--- src/fifo_pkg.sv ---
package fifo_pkg;

   ////////////////////
   // queue sizing

   // input queues, one per upstream stream
   // must be a power of two
   localparam int IN_DEPTH = 8;

   // merged output queue towards the downstream side
   // must be a power of two
   localparam int OUT_DEPTH = 8;

   ////////////////////
   // merge pipeline

   // keys that can sit in the merge pipe before reaching the output queue
   // also the number of pipe stages in merge_core
   localparam int MERGE_SLACK = 2;

endpackage

--- src/sort_pkg.sv ---
package sort_pkg;

   ////////////////////
   // key format

   // width of every key in the sorter
   localparam int KEY_W = 32;

   // one unsigned key word, compared as an unsigned number
   typedef logic [KEY_W-1:0] key_t;

   ////////////////////
   // run framing

   // keys inside a run are nonzero
   // the zero word closes the run
   localparam key_t RUN_END = '0;

endpackage
--- src/run_merger.sv ---
module run_merger
   import sort_pkg::*, fifo_pkg::*;
(
   input  logic i_clk,
   input  logic i_rst_n,
   // upstream stream A
   input  key_t i_a_key,
   input  logic i_a_empty,
   output logic o_a_read,
   // upstream stream B
   input  key_t i_b_key,
   input  logic i_b_empty,
   output logic o_b_read,
   // downstream queue
   input  logic i_out_ready,
   output key_t o_out_key,
   output logic o_out_write
);

   key_t head_a;
   logic head_a_empty;
   logic a_full;
   logic pop_a;

   key_t head_b;
   logic head_b_empty;
   logic b_full;
   logic pop_b;

   key_t merged_key;
   logic merged_push;
   logic out_space;
   logic out_empty;

   ////////////////////
   // strobes

   // take a key when there is a slot or one frees up this cycle
   assign o_a_read = !i_a_empty && (!a_full || pop_a);
   assign o_b_read = !i_b_empty && (!b_full || pop_b);

   // drain whenever the downstream queue has room
   assign o_out_write = i_out_ready && !out_empty;

   ////////////////////
   // input queues

   key_fifo #(
      .DEPTH   (IN_DEPTH)
   ) queue_a (
      .i_clk   (i_clk),
      .i_rst_n (i_rst_n),
      .i_push  (o_a_read),
      .i_key   (i_a_key),
      .i_pop   (pop_a),
      .o_key   (head_a),
      .o_empty (head_a_empty),
      .o_full  (a_full),
      .o_space ()
   );

   key_fifo #(
      .DEPTH   (IN_DEPTH)
   ) queue_b (
      .i_clk   (i_clk),
      .i_rst_n (i_rst_n),
      .i_push  (o_b_read),
      .i_key   (i_b_key),
      .i_pop   (pop_b),
      .o_key   (head_b),
      .o_empty (head_b_empty),
      .o_full  (b_full),
      .o_space ()
   );

   ////////////////////
   // merge

   merge_core core (
      .i_clk          (i_clk),
      .i_rst_n        (i_rst_n),
      .i_head_a       (head_a),
      .i_head_a_empty (head_a_empty),
      .i_head_b       (head_b),
      .i_head_b_empty (head_b_empty),
      .i_out_space    (out_space),
      .o_pop_a        (pop_a),
      .o_pop_b        (pop_b),
      .o_out_key      (merged_key),
      .o_out_push     (merged_push)
   );

   ////////////////////
   // output queue

   // push is already bounded by o_space, full is not needed here
   key_fifo #(
      .DEPTH   (OUT_DEPTH)
   ) queue_out (
      .i_clk   (i_clk),
      .i_rst_n (i_rst_n),
      .i_push  (merged_push),
      .i_key   (merged_key),
      .i_pop   (o_out_write),
      .o_key   (o_out_key),
      .o_empty (out_empty),
      .o_full  (),
      .o_space (out_space)
   );

endmodule

--- src/merge_core.sv ---
module merge_core
   import sort_pkg::*, fifo_pkg::*;
(
   input  logic i_clk,
   input  logic i_rst_n,
   // head of input queue A
   input  key_t i_head_a,
   input  logic i_head_a_empty,
   // head of input queue B
   input  key_t i_head_b,
   input  logic i_head_b_empty,
   // output queue has room for the pipe contents plus one
   input  logic i_out_space,
   // pops into the input queues
   output logic o_pop_a,
   output logic o_pop_b,
   // write into the output queue
   output key_t o_out_key,
   output logic o_out_push
);

   logic                   a_end;
   logic                   b_end;
   logic                   a_le_b;
   logic                   sel_fire;
   logic                   take_a;
   logic                   take_b;
   key_t                   sel_key;

   // stage 0 is the select register, the last stage feeds the output queue
   key_t                   pipe_key [MERGE_SLACK];
   logic [MERGE_SLACK-1:0] pipe_vld;

   ////////////////////
   // head compare

   assign a_end  = (i_head_a == RUN_END);
   assign b_end  = (i_head_b == RUN_END);
   assign a_le_b = (i_head_a <= i_head_b);

   // both heads present and the output queue can absorb the pipe
   assign sel_fire = !i_head_a_empty && !i_head_b_empty && i_out_space;

   ////////////////////
   // merge rule

   always_comb begin
      take_a  = 1'b0;
      take_b  = 1'b0;
      sel_key = i_head_a;
      if (a_end && b_end) begin
         // both runs done, one marker closes the merged run
         take_a  = 1'b1;
         take_b  = 1'b1;
         sel_key = RUN_END;
      end else if (a_end) begin
         // A waits at its marker until B drains
         take_b  = 1'b1;
         sel_key = i_head_b;
      end else if (b_end) begin
         take_a  = 1'b1;
         sel_key = i_head_a;
      end else if (a_le_b) begin
         // ties go to A
         take_a  = 1'b1;
         sel_key = i_head_a;
      end else begin
         take_b  = 1'b1;
         sel_key = i_head_b;
      end
   end

   // combinational so a pop and a refill share a cycle
   assign o_pop_a = sel_fire && take_a;
   assign o_pop_b = sel_fire && take_b;

   ////////////////////
   // pipe valid flags

   always_ff @(posedge i_clk or negedge i_rst_n) begin
      if (!i_rst_n) begin
         pipe_vld <= '0;
      end else begin
         pipe_vld[0] <= sel_fire;
         for (int i = 1; i < MERGE_SLACK; i++) begin
            pipe_vld[i] <= pipe_vld[i-1];
         end
      end
   end

   ////////////////////
   // pipe keys

   // the pipe never stalls, space was checked at select time
   always_ff @(posedge i_clk) begin
      if (sel_fire) begin
         pipe_key[0] <= sel_key;
      end
      for (int i = 1; i < MERGE_SLACK; i++) begin
         if (pipe_vld[i-1]) begin
            pipe_key[i] <= pipe_key[i-1];
         end
      end
   end

   // key popped at edge n lands in the output queue at edge n+2
   assign o_out_key  = pipe_key[MERGE_SLACK-1];
   assign o_out_push = pipe_vld[MERGE_SLACK-1];

endmodule

--- src/key_fifo.sv ---
module key_fifo
   import sort_pkg::*, fifo_pkg::*;
#(
   parameter int DEPTH = IN_DEPTH
) (
   input  logic i_clk,
   input  logic i_rst_n,
   // write side
   input  logic i_push,
   input  key_t i_key,
   // read side, head shown without latency
   input  logic i_pop,
   output key_t o_key,
   // status
   output logic o_empty,
   output logic o_full,
   output logic o_space
);

   localparam int AW = $clog2(DEPTH);

   key_t           mem [DEPTH];
   logic [AW:0]    wr_ptr;
   logic [AW:0]    rd_ptr;
   logic [AW:0]    count;
   logic [AW:0]    free_cnt;
   logic           do_push;
   logic           do_pop;

   ////////////////////
   // status

   // extra pointer bit tells a full buffer from an empty one
   assign o_empty = (wr_ptr == rd_ptr);
   assign o_full  = (wr_ptr[AW] != rd_ptr[AW]) &&
                    (wr_ptr[AW-1:0] == rd_ptr[AW-1:0]);

   // room for the keys still in flight plus one more
   assign free_cnt = (AW+1)'(DEPTH) - count;
   assign o_space  = (free_cnt >= (AW+1)'(MERGE_SLACK + 1));

   // a pop frees a slot in the same cycle
   assign do_pop  = i_pop && !o_empty;
   assign do_push = i_push && (!o_full || do_pop);

   ////////////////////
   // pointers and occupancy

   always_ff @(posedge i_clk or negedge i_rst_n) begin
      if (!i_rst_n) begin
         wr_ptr <= '0;
         rd_ptr <= '0;
         count  <= '0;
      end else begin
         if (do_push) begin
            wr_ptr <= wr_ptr + 1'b1;
         end
         if (do_pop) begin
            rd_ptr <= rd_ptr + 1'b1;
         end
         case ({do_push, do_pop})
            2'b10:   count <= count + 1'b1;
            2'b01:   count <= count - 1'b1;
            default: count <= count;
         endcase
      end
   end

   ////////////////////
   // storage

   always_ff @(posedge i_clk) begin
      if (do_push) begin
         mem[wr_ptr[AW-1:0]] <= i_key;
      end
   end

   // show-ahead head
   assign o_key = mem[rd_ptr[AW-1:0]];

endmodule

--- config.mk ---
export PLATFORM = sky130hd
export DESIGN_NAME = run_merger
export DESIGN_NICKNAME = d
export VERILOG_FILES = /design/src/fifo_pkg.sv /design/src/sort_pkg.sv /design/src/run_merger.sv /design/src/merge_core.sv /design/src/key_fifo.sv
export SDC_FILE = /design/constraint.sdc
export NUM_CORES = 1
export LEC_CHECK = 0
export BUFFER_PORTS_ARGS = -buffer_cell sky130_fd_sc_hd__clkbuf_2
export CAP_MARGIN = 10
export CORE_MARGIN = 2
export CORE_UTILIZATION = 55
export DETAILED_ROUTE_END_ITERATION = 12
export PLACE_DENSITY = 0.75
export SYNTH_ARGS = -nofsm -noshare
export SYNTH_HDL_FRONTEND = slang
export SYNTH_HIERARCHICAL = 1
export SYNTH_SLANG_ARGS = --single-unit
--- constraint.sdc ---
create_clock -name i_clk -period 8.5 [get_ports i_clk]
set_input_delay 1.7 -clock i_clk [delete_from_list [all_inputs] [get_ports i_clk]]
set_output_delay 1.7 -clock i_clk [all_outputs]
set_load 0.1 [all_outputs]
==> impl_metrics.csv, run 1 <==
group,metric,value,unit
status,status,"completed",
finish,final_cell_count_no_fill,2650,
worst_setup_path,cpMostUsedCell,"buf_4",
synth,yosysWarnings,6,
clock_network,postCtsSetupBuffers,0,
timing,clock_skew,0.03506,ns
detailed_routing,drt_iter0_drc,1406,
finish,syn_to_final_growth,11.25,%
placed_design,io_buffers,103,
synth,syn_nets,1738,
die,die_w,255.5,um
die,start_util,55.43,%
finish,most-common-layout-cells,"832 x edfxtp_1, 192 x mux4_2, 103 x clkbuf_2",
timing,setup_tns,0,ns
worst_setup_path,slowest_delay,0.93,ns
detailed_routing,wl_per_cell,25.86,um
global_route,antenna_found_initial,5,
clock_network,insertion_delay,0.64,ns
job,max_cap_viol_count,0,
detailed_routing,drc,0,
finish,layout_commonest_cell,"edfxtp_1",
die,core,0.06274,mm2
detailed_routing,routed_wl,68.53,mm
die,row_count,92,
timing,worst_pin_slew,1.138,ns
clock_network,cts_buffers,83,
clock_network,cts.sinks,862,
clock_network,cts_max_path_buffers,3,
worst_setup_path,worstPathCellList,"buf_4 -> mux4_2 -> mux2_2 -> ha_1 -> nor2b_1 -> o211ai_1 -> a2111oi_1 -> nor4b_1 -> o22a_2 -> a21oi_1 -> buf_4 -> inv_1 -> a21oi_2 -> clkbuf_2",
detailed_routing,detailroute.wirelength.met2,35.20,mm
global_route,grt_max_degree,70,
global_route,grt_usage,21.29,%
clock_network,cts_resized,0,
worst_setup_path,critPathKind,"reg2out",
timing,fmax,0.1310,GHz
timing,setup_viol,0,
clock_network,htree_levels,3,
worst_setup_path,cp_max_fo,36,
worst_setup_path,end_kind,"output pin",
timing,slew_headroom,24.15,%
worst_setup_path,r2r_slack,1.94,ns
die,die_area,0.06526,mm2
detailed_routing,vias,16190,
clock_network,cts_tree,"done",
synth,synth_cells,1628,
worst_setup_path,critical_path_arrival,5.93,ns
detailed_routing,dr.pass1.iters,5,
placed_design,dp.final_hpwl,40.18,mm
finish,final_nets,1852,
detailed_routing,highest_layer,"met5",
global_route,grt_pass1_vias,16550,
die,chipHeight,255.5,um
detailed_routing,wl_met1,27.70,mm
worst_setup_path,crit_buf_inv,4,
detailed_routing,routed_via_density,6.110,
finish,drive_above_1_share,34.50,%
die,ios,104,
timing,slew_violations,0,
worst_setup_path,start_kind,"register",
timing,hold_viol_final,0,
worst_hold_path,hold_class,"reg2reg",
placed_design,place_congestion,0.8145,
worst_setup_path,cp.required,6.80,ns
synth,avgSynthCellArea,21.36,um2
placed_design,dp_cells,2502,
timing,fin_crit,7.635,ns
detailed_routing,antenna_left,0,
timing,rsz0062_at_grt,"false",
worst_setup_path,slowest_stage,"dfrtp_4",
clock_network,cts.clk_slew.worst_paths,0.06,ns
detailed_routing,met3_length,4.082,mm
global_route,grt_pass1_wl,104.0,mm
clock_network,ctsHoldBuffers,0,
synth,synthesis.area,0.03478,mm2
worst_setup_path,critPathTopFamily,"compound AO/OA/AOI/OAI gates",
timing,min_period_over_period,89.82,%
clock_network,root_buffer,"clkbuf_16",
global_route,overflow,0,
==> path summary, 6_finish.rpt <==
| check | startpoint | endpoint | cells past startpoint |
|---|---|---|---|
| max | queue_a/rd_ptr[0]$_DFFE_PN0N_ | o_b_read | 14 |
| min in group asynchronous | i_rst_n | queue_out/wr_ptr[0]$_DFFE_PN0P_ | 1 |
| max in group asynchronous | i_rst_n | queue_a/rd_ptr[0]$_DFFE_PN0N_ | 1 |
| max reg2reg | queue_a/rd_ptr[0]$_DFFE_PN0N_ | queue_b/mem[7][4]$_DFFE_PP_ | 16 |
| min | core/pipe_key[0][0]$_SDFFCE_PP0P_ | core/pipe_key[0][32]$_DFFE_PP_ | 0 |
| min reg2reg | core/pipe_key[0][0]$_SDFFCE_PP0P_ | core/pipe_key[0][32]$_DFFE_PP_ | 0 |
==> per-stage QoR <==
stage / util [%] / worst slack (ns) / cell area, um2 / hold slack [ns]
after floorplan: - / 0.09702 / 34790 / 0.4003
after global placement: 57.51 / 1.691 / 36080 / 0.4038
after detailed placement: 57.51 / 1.530 / 36080 / 0.4045
after CTS: 61.62 / 0.8411 / 38660 / 0.4145
after global routing: 61.67 / 0.4551 / 38690 / 0.4222
final: 61.67 / 0.8652 / 38690 / 0.4137
==> worst reg2reg max path: cells and delay by family (launching register included) <==
kind / cells / cell delay, ns
simple gates: 3 / 0.59
fa+ha+maj: 1 / 0.32
buf+inv: 4 / 1.15
mux: 2 / 0.89
flops: 1 / 0.93
compound gates: 6 / 2.34
==> flip-flops by register name (all words and copies together) (netlist names) <==
register / count
queue_out/count: 4
core/pipe_key: 64
queue_b/rd_ptr: 4
queue_out/rd_ptr: 4
queue_a/wr_ptr: 4
queue_b/wr_ptr: 4
queue_a/rd_ptr: 4
queue_out/mem: 256
core/pipe_vld: 2
queue_out/wr_ptr: 4
queue_b/mem: 256
queue_a/mem: 256
==> final cells by class <==
class	count	area, um2
Antenna cell	1	2.502
Clock buffer	102	2180
Clock inverter	44	400.4
Fill cell	4170	24050
Inverter	47	177.7
Multi-Input combinational cell	603	8254
Sequential cell	862	25750
Tap cell	846	1059
Timing Repair Buffer	145	863.3
==> routing by layer <==
layer	global-route usage, %	vias to the layer above
li1	-	6954
met1	28.82	8560
met2	35.92	570
met3	3.641	100
met4	6.319	8
met5	0	-
Power of run 1 is left out: the tool's default activity adds up to more than one toggle a clock period on the data nets, which glitch-free logic cannot reach.
==> inputs of run 2 (changes only) <==
Settings changed: ABC_AREA from default to 1, CELL_PAD_IN_SITES_DETAIL_PLACEMENT from default to 1, CELL_PAD_IN_SITES_GLOBAL_PLACEMENT from default to 1, CORE_UTILIZATION 55 to 46.
==> run 2 against run 1 <==
Compared with the run above: design area up 1.8%; first-iteration DRC count rose by 40%; critical path depth up 10; largest cell class unchanged; critical path type unchanged; clock-buffer cell count grew 17; sequential share of layout area decreased by 1.2 points; critical endpoint is now o_a_read; synthesized cell count up 73%; cell count rose by 50%; clock skew is 0.0076 ns lower; maximum frequency decreased by 4.2%; utilization is 9.8 points lower; register-to-register slack worse by 0.51 ns; highest routed layer unchanged.
==> impl_metrics.csv, run 2 <==
group,metric,value,unit
status,status,"completed",
clock_network,cts.clk_slew.worst_paths,0.06,ns
die,chipHeight,281.0,um
timing,clock_skew,0.02746,ns
clock_network,cts.sinks,862,
die,die_area,0.07895,mm2
worst_setup_path,critPathKind,"reg2out",
worst_setup_path,worstPathCellList,"buf_4 -> buf_4 -> o21ai_0 -> o22ai_1 -> nor2_1 -> a31oi_1 -> inv_1 -> ha_1 -> nand2_1 -> inv_1 -> nand2_1 -> nand2_1 -> nand2_1 -> nand2_1 -> nand2_1 -> nand2_1 -> nand2_1 -> nand2_1 -> nand2_4 -> nand2_8 -> nor2_1 -> inv_1 -> a21oi_2 -> clkbuf_2",
finish,most-common-layout-cells,"832 x edfxtp_1, 705 x nor2_1, 346 x o21ai_0",
clock_network,cts_tree,"done",
placed_design,dp.final_hpwl,56.59,mm
finish,fillCellCount,7680,
detailed_routing,vias,22440,
worst_setup_path,critPathTopFamily,"buffers and inverters",
worst_setup_path,cp.required,6.80,ns
synth,synthesis.area,0.03529,mm2
placed_design,place_congestion,0.7903,
worst_setup_path,end_kind,"output pin",
detailed_routing,drc,0,
worst_setup_path,cp_max_fo,73,
worst_setup_path,critical_path_arrival,6.27,ns
global_route,grt_pass1_vias,24250,
global_route,grt_usage,23.82,%
die,die_w,281.0,um
timing,setup_viol,0,
clock_network,cts_max_path_buffers,3,
detailed_routing,wl_per_cell,23.50,um
finish,seq_area,0.02575,mm2
clock_network,cts_buffers,88,
die,ios,104,
clock_network,insertion_delay,0.66,ns
worst_setup_path,worstRegToRegCells,28,
worst_setup_path,slowest_delay,0.72,ns
worst_setup_path,slowest_stage,"buf_4",
timing,fin_crit,7.966,ns
worst_setup_path,crit_buf_inv,6,
clock_network,htree_levels,3,
finish,layout_commonest_cell,"edfxtp_1",
finish,syn_to_final_growth,11.58,%
die,start_util,46.47,%
clock_network,root_buffer,"clkbuf_16",
timing,setup_tns,0,ns
worst_setup_path,start_kind,"register",
worst_hold_path,worstHoldPathCells,0,
timing,slew_headroom,27.13,%
timing,rsz0062_at_grt,"false",
synth,yosysWarnings,6,
clock_network,cts_resized,0,
clock_network,postCtsSetupBuffers,0,
detailed_routing,routed_via_density,5.631,
global_route,antenna_found_initial,9,
job,max_cap_viol_count,0,
synth,avgSynthCellArea,12.53,um2
global_route,grt_max_degree,84,
worst_setup_path,path_depth,24,
detailed_routing,drt_iter0_drc,1973,
timing,fmax,0.1255,GHz
timing,slew_violations,0,
synth,synth_cells,2816,
die,row_count,101,
detailed_routing,antenna_left,0,
finish,final_nets,2984,
detailed_routing,routed_wl,93.67,mm
die,core,0.07595,mm2
global_route,grt_pass1_wl,142.1,mm
timing,setup_slack,0.5336,ns
global_route,overflow,0,
finish,multi_input_area,0.008300,mm2
clock_network,ctsHoldBuffers,0,
timing,hold_viol_final,0,
placed_design,place_ws,1.164,ns
timing,worst_pin_slew,1.093,ns
worst_hold_path,hold_class,"reg2reg",
timing,min_period_over_period,93.72,%
synth,syn_nets,2926,
detailed_routing,dr.pass1.iters,5,
finish,drive_above_1_share,13.61,%
worst_setup_path,cpMostUsedCell,"nand2_1",
placed_design,io_buffers,103,
[run 2: per-stage QoR]
step                      instances  hold slack, ns  utilization [%]  area (um2)
after floorplan                2816          0.4003                -       35290
after global placement         3813          0.4049            48.22       36620
after detailed placement       3813          0.4052            48.22       36620
after CTS                      3975          0.4230            51.79       39340
after global routing           3985          0.4335            51.84       39380
final                          3985          0.4233            51.84       39380
[run 2: final timing paths]
path                                                        start                             end  slack (ns)
worst min register to register  core/pipe_key[0][9]$_SDFFCE_PP0P_  core/pipe_key[0][41]$_DFFE_PP_        0.42
min in group asynchronous                                 i_rst_n  queue_out/count[1]$_DFFE_PN0P_        1.18
worst max-delay path                queue_b/rd_ptr[0]$_DFFE_PN0N_                        o_a_read        0.53
worst min-delay path            core/pipe_key[0][9]$_SDFFCE_PP0P_  core/pipe_key[0][41]$_DFFE_PP_        0.42
worst max register to register      queue_b/rd_ptr[0]$_DFFE_PN0N_     queue_a/mem[4][6]$_DFFE_PP_        1.43
max in group asynchronous                                 i_rst_n   queue_b/rd_ptr[0]$_DFFE_PN0N_        6.64
[run 2: routing by layer]
metal  part of all wire (%)  global-route usage [%]
met1                     40                   29.08
met2                     51                   41.92
met3                    4.3                   3.375
met4                    3.9                   10.80
met5                  0.017                       0
[run 2: area by class of cell]
class | instances | share of cell area [%]
Inverter | 95 | 0.9215
Clock inverter | 43 | 0.9088
Clock buffer | 119 | 5.993
Multi-Input combinational cell | 1671 | 21.08
Timing Repair Buffer | 156 | 2.371
Sequential cell | 862 | 65.40
Antenna cell | 9 | 0.05720
Tap cell | 1030 | 3.273
Power of run 2 is left out for the same reason.
